===== config.mk =====
export PLATFORM = sky130hd
export DESIGN_NAME = stereo_dac_output
export DESIGN_NICKNAME = d
export VERILOG_FILES = /design/src/hdl/dac_timing_pkg.sv /design/src/hdl/dac_types_pkg.sv /design/src/hdl/interp_halfband_2x.sv /design/src/hdl/interp_sequencer.sv /design/src/hdl/sample_fifo.sv /design/src/hdl/sigma_delta_2nd.sv /design/src/hdl/stereo_dac_output.sv
export SDC_FILE = /design/constraint.sdc
export NUM_CORES = 2
export LEC_CHECK = 0
export ABC_AREA = 0
export ABC_CLOCK_PERIOD_IN_PS = 16600
export BUFFER_PORTS_ARGS = -buffer_cell sky130_fd_sc_hd__clkbuf_2
export CELL_PAD_IN_SITES_DETAIL_PLACEMENT = 1
export CELL_PAD_IN_SITES_GLOBAL_PLACEMENT = 1
export CORE_ASPECT_RATIO = 0.75
export CORE_MARGIN = 1.5
export CORE_UTILIZATION = 53
export CTS_CLUSTER_SIZE = 10
export DETAILED_ROUTE_END_ITERATION = 12
export GPL_TIMING_DRIVEN = 0
export PLACE_DENSITY = 0.79
export SLEW_MARGIN = 15
export SYNTH_ARGS = -nofsm -noshare
export SYNTH_HDL_FRONTEND = slang
export SYNTH_SLANG_ARGS = --single-unit
export TNS_END_PERCENT = 1

===== constraint.sdc =====
create_clock -name reset -period 16.6 [get_ports reset]
set_input_delay 3.32 -clock reset [delete_from_list [all_inputs] [get_ports reset]]
set_output_delay 3.32 -clock reset [all_outputs]
set_load 0.05 [all_outputs]

===== src/hdl/dac_timing_pkg.sv =====
`default_nettype none

package dac_timing_pkg;

    // ------------------------------------------------------------
    // Rates and buffering
    // ------------------------------------------------------------
    localparam int CLK_DIV_OUT    = 16;
    localparam int FIFO_MID_DEPTH = 2;
    localparam int FIFO_OUT_DEPTH = 8;

    // Output FIFO room needed for one burst of the second stage
    localparam int OUT_FREE_MIN = 2;

    typedef logic [$clog2(CLK_DIV_OUT)-1:0]      div_cnt_t;
    typedef logic [$clog2(FIFO_OUT_DEPTH+1)-1:0] out_free_t;

    // Sequencer operations
    typedef enum logic [2:0] {
        OP_WAIT_IN,
        OP_WAIT_DONE,
        OP_SEND_MID,
        OP_JUMP,
        OP_NOP
    } seq_op_e;

endpackage

`default_nettype wire


===== src/hdl/dac_types_pkg.sv =====
`default_nettype none

package dac_types_pkg;

    // ------------------------------------------------------------
    // Audio data path types
    // ------------------------------------------------------------
    typedef logic signed [17:0] sample_t;

    // Interpolator sums and modulator integrators
    typedef logic signed [23:0] acc_t;

    typedef struct packed {
        sample_t l;
        sample_t r;
    } stereo_t;

    // Saturation limits of an 18-bit sample
    localparam sample_t SAMPLE_MAX = 18'sh1ffff;
    localparam sample_t SAMPLE_MIN = {1'b1, {17{1'b0}}};

    // Modulator feedback level, one half of the 18-bit range
    localparam acc_t SD_FULL_SCALE = 24'sd131072;

endpackage

`default_nettype wire


===== src/hdl/interp_halfband_2x.sv =====
`timescale 1ns/1ps
`default_nettype none

module interp_halfband_2x (
    input  logic                   reset,
    input  logic                   clk,
    input  logic                   sample_in_rdy,
    input  dac_types_pkg::stereo_t sample_in,
    output logic                   sample_out_rdy,
    output dac_types_pkg::stereo_t sample_out,
    output logic                   done
);
    import dac_types_pkg::*;

    // Newest first
    stereo_t hist0;
    stereo_t hist1;
    stereo_t hist2;

    stereo_t even_q;
    stereo_t odd_q;
    logic    even_vld;
    logic    odd_vld;

    // (9*(near_a + near_b) - (outer_a + outer_b)) / 16, rounded
    function automatic sample_t halfband_mid(sample_t outer_a, sample_t near_a,
                                             sample_t near_b, sample_t outer_b);
        acc_t near_sum;
        acc_t outer_sum;
        acc_t acc;
        acc_t scaled;
        near_sum  = acc_t'(near_a) + acc_t'(near_b);
        outer_sum = acc_t'(outer_a) + acc_t'(outer_b);
        acc       = (near_sum <<< 3) + near_sum - outer_sum + acc_t'(8);
        scaled    = acc >>> 4;
        if (scaled > acc_t'(SAMPLE_MAX)) begin
            return SAMPLE_MAX;
        end
        if (scaled < acc_t'(SAMPLE_MIN)) begin
            return SAMPLE_MIN;
        end
        return sample_t'(scaled);
    endfunction

    // ------------------------------------------------------------
    // History and output phase
    // ------------------------------------------------------------
    always_ff @(posedge reset or posedge clk) begin
        if (clk) begin
            hist0    <= '0;
            hist1    <= '0;
            hist2    <= '0;
            even_vld <= 1'b0;
            odd_vld  <= 1'b0;
        end else begin
            even_vld <= sample_in_rdy;
            odd_vld  <= even_vld;
            if (sample_in_rdy) begin
                hist0 <= sample_in;
                hist1 <= hist0;
                hist2 <= hist1;
            end
        end
    end

    // Centre sample, then the midpoint between hist1 and hist0
    always_ff @(posedge reset) begin
        if (sample_in_rdy) begin
            even_q   <= hist1;
            odd_q.l  <= halfband_mid(sample_in.l, hist0.l, hist1.l, hist2.l);
            odd_q.r  <= halfband_mid(sample_in.r, hist0.r, hist1.r, hist2.r);
        end
    end

    assign sample_out_rdy = even_vld | odd_vld;
    assign sample_out     = even_vld ? even_q : odd_q;
    assign done           = odd_vld;

endmodule

`default_nettype wire


===== src/hdl/interp_sequencer.sv =====
`timescale 1ns/1ps
`default_nettype none

module interp_sequencer (
    input  logic                      reset,
    input  logic                      clk,
    input  logic                      sample_in_rdy,
    input  logic                      done,
    input  dac_timing_pkg::out_free_t out_free,
    output logic                      accept,
    output logic                      send_mid
);
    import dac_timing_pkg::*;

    logic [2:0] pc;
    seq_op_e    op;
    logic       can_send;

    // ------------------------------------------------------------
    // Program
    // ------------------------------------------------------------
    always_comb begin
        case (pc)
            3'd0:    op = OP_WAIT_IN;
            3'd1:    op = OP_WAIT_DONE;
            3'd2:    op = OP_SEND_MID;
            3'd3:    op = OP_WAIT_DONE;
            3'd4:    op = OP_SEND_MID;
            3'd5:    op = OP_WAIT_DONE;
            3'd6:    op = OP_JUMP;
            default: op = OP_NOP;
        endcase
    end

    // Room for both outputs of the second stage
    assign can_send = (out_free >= out_free_t'(OUT_FREE_MIN));

    always_ff @(posedge reset or posedge clk) begin
        if (clk) begin
            pc <= '0;
        end else begin
            case (op)
                OP_WAIT_IN: begin
                    if (sample_in_rdy) begin
                        pc <= pc + 3'd1;
                    end
                end
                OP_WAIT_DONE: begin
                    if (done) begin
                        pc <= pc + 3'd1;
                    end
                end
                OP_SEND_MID: begin
                    if (can_send) begin
                        pc <= pc + 3'd1;
                    end
                end
                OP_JUMP: begin
                    pc <= '0;
                end
                default: begin
                    pc <= pc + 3'd1;
                end
            endcase
        end
    end

    // Strobes outside OP_WAIT_IN are dropped
    assign accept   = sample_in_rdy && (op == OP_WAIT_IN);
    assign send_mid = (op == OP_SEND_MID) && can_send;

endmodule

`default_nettype wire


===== src/hdl/sample_fifo.sv =====
`timescale 1ns/1ps
`default_nettype none

module sample_fifo #(
    parameter int DEPTH = 2
) (
    input  logic                          reset,
    input  logic                          clk,
    input  logic                          wr,
    input  logic                          rd,
    input  dac_types_pkg::stereo_t        data_in,
    output dac_types_pkg::stereo_t        data_out,
    output logic                          empty,
    output logic                          full,
    output logic [$clog2(DEPTH+1)-1:0]    free_count
);
    import dac_types_pkg::*;

    localparam int AW = (DEPTH > 1) ? $clog2(DEPTH) : 1;
    localparam int CW = $clog2(DEPTH + 1);

    stereo_t         mem [DEPTH];
    logic [AW-1:0]   wr_ptr;
    logic [AW-1:0]   rd_ptr;
    logic [CW-1:0]   count;
    logic            do_wr;
    logic            do_rd;

    assign do_wr = wr && !full;
    assign do_rd = rd && !empty;

    always_ff @(posedge reset or posedge clk) begin
        if (clk) begin
            wr_ptr <= '0;
            rd_ptr <= '0;
            count  <= '0;
        end else begin
            if (do_wr) begin
                wr_ptr <= (wr_ptr == AW'(DEPTH - 1)) ? '0 : wr_ptr + AW'(1);
            end
            if (do_rd) begin
                rd_ptr <= (rd_ptr == AW'(DEPTH - 1)) ? '0 : rd_ptr + AW'(1);
            end
            if (do_wr && !do_rd) begin
                count <= count + CW'(1);
            end else if (do_rd && !do_wr) begin
                count <= count - CW'(1);
            end
        end
    end

    always_ff @(posedge reset) begin
        if (do_wr) begin
            mem[wr_ptr] <= data_in;
        end
    end

    // Show-ahead head
    assign data_out   = mem[rd_ptr];
    assign empty      = (count == '0);
    assign full       = (count == CW'(DEPTH));
    assign free_count = CW'(DEPTH) - count;

endmodule

`default_nettype wire


===== src/hdl/sigma_delta_2nd.sv =====
`timescale 1ns/1ps
`default_nettype none

module sigma_delta_2nd (
    input  logic                   reset,
    input  logic                   clk,
    input  logic                   fifo_empty,
    input  dac_types_pkg::stereo_t fifo_data,
    output logic                   fifo_rd,
    output logic                   dout_l,
    output logic                   dout_r
);
    import dac_types_pkg::*;
    import dac_timing_pkg::*;

    div_cnt_t   div_cnt;
    logic       running;
    stereo_t    held;
    acc_t       x_in     [2];
    acc_t       fb       [2];
    acc_t       integ1   [2];
    acc_t       integ2   [2];
    acc_t       integ1_n [2];
    acc_t       integ2_n [2];
    logic [1:0] bit_q;

    // ------------------------------------------------------------
    // Sample pacing
    // ------------------------------------------------------------
    always_ff @(posedge reset or posedge clk) begin
        if (clk) begin
            div_cnt <= '0;
            fifo_rd <= 1'b0;
            running <= 1'b0;
            held    <= '0;
        end else begin
            if (div_cnt == div_cnt_t'(CLK_DIV_OUT - 1)) begin
                div_cnt <= '0;
                // Keep the old sample on underrun
                fifo_rd <= !fifo_empty;
            end else begin
                div_cnt <= div_cnt + div_cnt_t'(1);
                fifo_rd <= 1'b0;
            end
            if (fifo_rd) begin
                held    <= fifo_data;
                running <= 1'b1;
            end
        end
    end

    // ------------------------------------------------------------
    // Second-order loop with index 0 for left and 1 for right
    // ------------------------------------------------------------
    always_comb begin
        x_in[0] = acc_t'(held.l);
        x_in[1] = acc_t'(held.r);
        for (int ch = 0; ch < 2; ch++) begin
            fb[ch]       = (integ2[ch] < 0) ? -SD_FULL_SCALE : SD_FULL_SCALE;
            integ1_n[ch] = integ1[ch] + x_in[ch] - fb[ch];
            integ2_n[ch] = integ2[ch] + integ1_n[ch] - fb[ch];
        end
    end

    always_ff @(posedge reset or posedge clk) begin
        if (clk) begin
            for (int ch = 0; ch < 2; ch++) begin
                integ1[ch] <= '0;
                integ2[ch] <= '0;
            end
            bit_q <= '0;
        end else if (running) begin
            for (int ch = 0; ch < 2; ch++) begin
                integ1[ch] <= integ1_n[ch];
                integ2[ch] <= integ2_n[ch];
                bit_q[ch]  <= (integ2_n[ch] >= 0);
            end
        end
    end

    assign dout_l = bit_q[0];
    assign dout_r = bit_q[1];

endmodule

`default_nettype wire


===== src/hdl/stereo_dac_output.sv =====
`timescale 1ns/1ps
`default_nettype none

module stereo_dac_output (
    input  logic                   reset,
    input  logic                   clk,
    input  logic                   sample_in_rdy,
    input  dac_types_pkg::stereo_t sample_in,
    output logic                   dout_l,
    output logic                   dout_r
);
    import dac_types_pkg::*;
    import dac_timing_pkg::*;

    logic      accept;
    logic      send_mid;
    logic      stage_done;

    logic      s1_rdy;
    stereo_t   s1_data;
    logic      s1_done;

    stereo_t   mid_head;

    logic      s2_rdy;
    stereo_t   s2_data;
    logic      s2_done;

    stereo_t   out_head;
    logic      out_empty;
    out_free_t out_free;
    logic      sd_rd;

    // Only one stage is busy at a time
    assign stage_done = s1_done | s2_done;

    // ------------------------------------------------------------
    // Interpolation, 2x then 2x
    // ------------------------------------------------------------
    interp_halfband_2x u_stage1 (
        .reset          (reset),
        .clk            (clk),
        .sample_in_rdy  (accept),
        .sample_in      (sample_in),
        .sample_out_rdy (s1_rdy),
        .sample_out     (s1_data),
        .done           (s1_done)
    );

    sample_fifo #(.DEPTH(FIFO_MID_DEPTH)) u_fifo_mid (
        .reset      (reset),
        .clk        (clk),
        .wr         (s1_rdy),
        .rd         (send_mid),
        .data_in    (s1_data),
        .data_out   (mid_head),
        .empty      (),
        .full       (),
        .free_count ()
    );

    interp_halfband_2x u_stage2 (
        .reset          (reset),
        .clk            (clk),
        .sample_in_rdy  (send_mid),
        .sample_in      (mid_head),
        .sample_out_rdy (s2_rdy),
        .sample_out     (s2_data),
        .done           (s2_done)
    );

    sample_fifo #(.DEPTH(FIFO_OUT_DEPTH)) u_fifo_out (
        .reset      (reset),
        .clk        (clk),
        .wr         (s2_rdy),
        .rd         (sd_rd),
        .data_in    (s2_data),
        .data_out   (out_head),
        .empty      (out_empty),
        .full       (),
        .free_count (out_free)
    );

    interp_sequencer u_sequencer (
        .reset         (reset),
        .clk           (clk),
        .sample_in_rdy (sample_in_rdy),
        .done          (stage_done),
        .out_free      (out_free),
        .accept        (accept),
        .send_mid      (send_mid)
    );

    // ------------------------------------------------------------
    // One-bit outputs
    // ------------------------------------------------------------
    sigma_delta_2nd u_modulator (
        .reset      (reset),
        .clk        (clk),
        .fifo_empty (out_empty),
        .fifo_data  (out_head),
        .fifo_rd    (sd_rd),
        .dout_l     (dout_l),
        .dout_r     (dout_r)
    );

endmodule

`default_nettype wire


## After elaboration in Yosys (flattened, before gate mapping)

Memories as Yosys holds them, arrays and structs flattened. A register that Yosys moved wholly into a read port is not among the register bits.
Cells that the tools add are included.

| word-level totals | value |
|---|---|
| register bits after elaboration | 485 |
| bits in writable memories | 360 |
| memories kept | 2 |

| cells by class | value |
|---|---|
| add/sub/neg operators | 39 |
| magnitude comparators | 13 |
| eq/ne operators | 17 |
| mux-type cells | 59 |
| bitwise logic cells | 3 |
| reductions and logical operators | 27 |

Memory list:

| name | depth | bits a word | read ports | clocked after memory_dff | write ports | line | source |
|---|---|---|---|---|---|---|---|
| u_fifo_out.mem | 8 | 36 | 1 | 1 | 1 | sample_fifo.sv:22 | `stereo_t mem [DEPTH];` |
| u_fifo_mid.mem | 2 | 36 | 1 | 0 | 1 | sample_fifo.sv:22 |  |

Operators with widths:

| cell | number |
|---|---|
| $mux 18 | 16 |
| $sub 24x24->24 | 8 |
| $add 18x18->19 | 8 |
| $add 24x24->24 | 6 |
| $add 24x5->24 const B | 4 |
| $gt 20x18->1 const B | 4 |
| $lt 20x18->1 const B | 4 |
| $mux 36 | 2 |
| $add 24x18->24 | 2 |
| $ge 24x1->1 const B | 2 |
| $lt 24x1->1 const B | 2 |
| $mux 24 | 2 |
| $mux 1 | 27 |
| $pmux 3 s4 | 2 |
| $eq 3x3->1 const B | 5 |
| $mux 3 | 5 |
| $eq 3x2->1 const B | 4 |
| $mux 4 | 3 |
| $logic_and 1x1->1 | 10 |
| $add 3x1->3 const B | 3 |
| $add 4x1->4 const B | 2 |
| $eq 4x4->1 const B | 2 |
| $logic_not 1->1 | 8 |
| $eq 3x1->1 const B | 2 |
| 18 further kinds | 25 |

## Longest topological paths before layout

| logic depth | value |
|---|---|
| depth after elaboration | 11 |
| depth in mapped cells | 28 |
| gate-level depth less buffers | 27 |

## Modules after synthesis

From an unflattened synthesis, not the netlist that was laid out.

| unflattened totals | value |
|---|---|
| cell total of the unflattened synthesis | 4348 |
| area, all modules | 52965.8 µm² |

Modules (own cells, without submodules):

| module | times used | cells an instance | area each (µm²) | seq. area each (µm²) |
|---|---|---|---|---|
| interp_halfband_2x at u_stage1 | 1 | 1200 | 13417.9 | 4914.7 |
| interp_halfband_2x at u_stage2 | 1 | 1164 | 13312.8 | 4914.7 |
| sample_fifo at u_fifo_out | 1 | 490 | 11528.6 | 8898.5 |
| sigma_delta_2nd | 1 | 1321 | 11400.9 | 3503.4 |
| sample_fifo at u_fifo_mid | 1 | 135 | 2981.6 | 2262.2 |
| interp_sequencer | 1 | 37 | 317.8 | 75.1 |
| stereo_dac_output | 1 | 1 | 6.3 | 0.0 |

## Least setup slack after synthesis

No wires, ideal clock.

| path | value |
|---|---|
| path kind | input -> register |
| from | in sample_in[0] (netlist bit) |
| to | reg u_stage1.odd_q[9] (netlist bit) (data pin) |
| data arrival time | 8.244 ns |
| setup slack | 8.083 ns |
| stages | 25 |
| buffers on the path | 0 |
| path through | ha_1 -> fa_1 -> a21o_1 -> a21oi_1 -> o21bai_1 -> a21oi_1 -> o21ai_0 -> a21oi_1 -> o21ai_0 -> a211oi_1 -> o21bai_1 -> xor2_1 -> fa_1 -> inv_1 -> ha_1 -> ha_1 -> a21o_1 -> a21o_1 -> a21oi_1 -> o21ai_0 -> a221oi_1 -> o21ai_2 -> xor2_2 -> a2111oi_0 -> a211oi_1 |

| on the way | value |
|---|---|
| cells in the longest elaborated chain, start to end | 9 |
| elaborated cells between the ends (all ways) | 13 |
| classes of those cells | add/sub: 3; order compare: 2; mux: 8 |

Ends and longest elaborated chain:

| what | line | source |
|---|---|---|
| start: declaration | stereo_dac_output.sv:8 | `input dac_types_pkg::stereo_t sample_in,` |
| $add 18x18->19 (*) | interp_halfband_2x.sv:33 | `outer_sum = acc_t'(outer_a) + acc_t'(outer_b);` |
| $sub 24x24->24 (*) | interp_halfband_2x.sv:34 | `acc = (near_sum <<< 3) + near_sum - outer_sum + acc_t'(8);` |
| $add 24x5->24 (*) | interp_halfband_2x.sv:34 |  |
| $lt 20x18->1 | interp_halfband_2x.sv:39 | `if (scaled < acc_t'(SAMPLE_MIN)) begin` |
| $mux 1 (2 in a row) | interp_halfband_2x.sv:39 |  |
| $mux 1 | interp_halfband_2x.sv:68 | `if (sample_in_rdy) begin` |
| $mux 18 | interp_halfband_2x.sv:42 | `return sample_t'(scaled);` |
| $mux 18 (*) | interp_halfband_2x.sv:39 |  |
| end: declaration | interp_halfband_2x.sv:21 | `stereo_t odd_q;` |

Mark *: on every way between the ends. The rest lies on a longest branch, timed or not. The select of a mux whose other input is x is not followed.
A chain may end at the register's enable or synchronous reset.

## Final worst setup path

| path | value |
|---|---|
| from | in sample_in[0] (netlist bit) |
| to | reg u_stage1.odd_q[12] (netlist bit) (data pin) |

The elaborated chain is that of the path after synthesis.

==> results.py <==
metrics = {
    "logic_synthesis": {
        "synth_top_family_by_area": "adder cells",
        "ys.flop_type": "edfxtp_1",
        "synth_xor_xnor_area_share_pct": 4.74,
        "netlist_instances": 4450,
        "syn_area_per_cell_um2": 11.7,
        "synth.distinct_cells": 96,
        "syn_area_um2": 52200,
        "async_flop_share_pct": 42.8,
        "synth-compound-area-share_pct": 9.91,
        "synth_warnings": 0,
        "synth_adder_area_share_pct": 15.6,
        "synth_seq_cells": 881,
        "synthSimpleGateAreaFrac_pct": 7.77,
        "synth_seq_area_share_pct": 47.1,
        "synth_nets": 5081,
        "synth-edff-count": 504,
        "synthMuxAreaShare_pct": 10.4,
    },
    "timing": {
        "final.min_clock_period_ps": 8800,
        "hold_viol": 0,
        "period_share_pct": 53.0,
        "clock.fmax_ghz": 0.114,
        "worst_pin_slew_ps": 1090,
        "finalSetupViolCount": 0,
        "max_slew_margin_pct": 27.3,
        "finClkSkew_ps": 45.6,
        "maxSlewViolCount": 0,
        "rsz0062_at_grt": "no",
    },
    "clocking": {
        "cts.path.max_buffers": 3,
        "clkTransAtPathRegs_ps": 60,
        "ctsResizeCount": 0,
        "cts_setup_buffers": 0,
        "clock-sinks": 881,
        "cts-htree-levels": 3,
        "tritoncts": "yes",
        "numCtsBuffers": 101,
        "clk_latency_ps": 710,
        "root_buffer": "clkbuf_16",
        "cts_hold_buf": 0,
    },
    "finish": {
        "multiInputGateArea_um2": 25300,
        "n_antenna_cell": 0,
        "nFillCells": 10100,
        "final_util_pct": 59.2,
        "final_cell_mix": "inv_1 (515), edfxtp_1 (504), ha_1 (495), dfrtp_1 (377), nand2_1 (347)",
        "layout.cells.most_common": "inv_1",
        "fin_nets": 5262,
        "area_growth_pct": 10.5,
        "stdcell_count": 6026,
        "drive_gt1_share_pct": 13.4,
        "register_area_um2": 24600,
    },
    "grt": {
        "grt_max_degree": 103,
        "grtUsageTotal_pct": 27.1,
        "grt_pass1_wl_mm": 212,
        "grt_pass1_vias": 37800,
        "grt_antenna_before_repair": 0,
        "grt-ovfl-total": 0,
    },
    "worst_setup_path": {
        "critPathLaunchType": "input pin",
        "critPathLaunch": "sample_in[0]",
        "timing.rr.start": "u_fifo_mid.rd_ptr",
        "worstSetupPathType": "in2reg",
        "path_max_fanout": 10,
        "endpoint_kind": "flop",
        "required_ps": 17110,
        "critPathArrivalTime_ps": 9300,
    },
    "detailed_routing": {
        "viasPerCell": 5.75,
        "remaining_drc_errors": 0,
        "first_iter_violations": 1875,
        "totalWireLength_mm": 133,
        "vias": 34600,
        "wl_per_cell_um": 22.1,
        "drt-pass1-iter-count": 7,
        "ant_nets": 0,
    },
    "floorplan": {
        "chipHeight_um": 275,
        "die_area_um2": 100000,
        "num_rows": 99,
        "start_util_pct": 53.5,
        "die_x_um": 365,
        "io_pins": 41,
        "fp.coreArea_um2": 97500,
    },
    "run_status": {
        "status": "finished clean",
    },
    "placed_design": {
        "io_buffers": 40,
        "place_inst": 5841,
        "gp_congestion": 0.811,
        "hpwlAfterDp_mm": 96.9,
    },
    "min_path": {
        "hp-start": "u_stage2.even_vld",
        "worstHoldPathType": "reg2reg",
    },
    "flow_run": {
        "drv_cap": 0,
    },
}
==> critical path, stage by stage <==
cell and delay (ps):
clkbuf_2 120, ha_1 230, fa_1 400, a21o_1 180, a21oi_1 210, o21bai_1 90, a21oi_1 300, o21ai_0 120
a21oi_1 270, o21ai_0 280, a211oi_1 300, o21bai_1 110, xor2_1 170, fa_1 510, inv_1 40, ha_1 290
ha_1 370, a21o_1 180, a21o_1 170, a21oi_1 130, o21ai_0 90, a221oi_1 330, o21ai_2 130, xor2_2 350
o211ai_2 260, buf_2 250, o21ai_0 100
==> cell usage after synthesis, types with 9 or more instances <==
library cell / n / area [um^2]
a211oi_1: 16 / 120
a21boi_0: 11 / 82.6
a21o_1: 120 / 901
a21oi_1: 212 / 1060
a31o_2: 12 / 105
a31oi_1: 26 / 163
and2_1: 16 / 100
and3_1: 30 / 188
buf_1: 18 / 67.6
clkbuf_1: 77 / 289
dfrtp_1: 377 / 9430
edfxtp_1: 504 / 15100
fa_1: 97 / 1940
ha_1: 495 / 6190
inv_1: 516 / 1940
mux2_2: 273 / 3070
mux2i_1: 72 / 721
mux4_2: 72 / 1620
nand2_1: 347 / 1300
nand2b_1: 44 / 275
nand3_1: 56 / 280
nand4_1: 14 / 87.6
nor2_1: 193 / 724
nor2b_1: 42 / 263
nor3_1: 67 / 335
o21a_1: 43 / 323
o21ai_0: 167 / 836
o21ai_1: 14 / 70.1
o21ai_2: 9 / 78.8
o21bai_1: 18 / 135
o31ai_1: 12 / 90.1
or2_2: 13 / 81.3
or3_1: 28 / 175
xnor2_1: 186 / 1630
xor2_1: 92 / 806
==> through the flow <==
step / hold slack [ps] / cell area [um^2] / worst slack (ps) / setup TNS [ps]
3_3_place_gp: 353 / 54000 / -2440 / -900110
3_5_place_dp: 362 / 54600 / 7160 / 0
6_report: 351 / 57700 / 7800 / 0
2_1_floorplan: 352 / 52200 / 2810 / 0
4_1_cts: 341 / 57700 / 7830 / 0
5_1_grt: 359 / 57700 / 7330 / 0
==> state kept, by name, indices dropped and copies added (netlist names), 48 cells and up <==
| name | flops |
|---|---|
| u_modulator.integ1 | 48 |
| u_fifo_out.mem | 288 |
| u_modulator.integ2 | 48 |
| u_fifo_mid.mem | 72 |
==> cells by family (layout without fill, tap and decap cells) <==
| logic type | after synthesis | count (layout) |
|---|---|---|
| buf+inv | 620 | 883 |
| xor+xnor | 280 | 280 |
| mux | 418 | 418 |
| simple gates | 881 | 881 |
| flops | 881 | 881 |
| fa+ha+maj | 592 | 592 |
| compound gates | 778 | 778 |
==> metal layers <==
| metal | routed length [um] | part of all wire (%) | GRT usage, % | vias to the layer above |
|---|---|---|---|---|
| li1 | - | - | - | 16200 |
| met1 | 58300 | 44 | 35.1 | 17500 |
| met2 | 66300 | 50 | 47.8 | 686 |
| met3 | 4530 | 3.4 | 3.15 | 219 |
| met4 | 3880 | 2.9 | 8.20 | 0 |
| met5 | 0 | 0 | 0 | - |
==> cell type report <==
type	count	area share (%)
buffer	103	0.740
clock buffer	175	5.04
clock inverter	10	0.245
inverter	517	3.38
multi-input combinational	2949	43.9
sequential	881	42.6
tap	1313	2.85
timing repair buffer	78	1.27
==> worst paths after layout <==
check	end	slack (ps)	cells after the start
hold / removal	u_stage2.done	350	0
setup reg to reg	u_stage2.odd_q[32]	8360	28
setup / recovery	u_stage1.odd_q[12]	7800	27
min in group asynchronous	u_stage2.hist1[32]	2660	2
hold reg to reg	u_stage2.done	350	0
max in group asynchronous	u_modulator.integ1[13]	12730	4
Power is not shown: default switching activity piles up to over one toggle a cycle in this logic, so the estimate is an artifact.
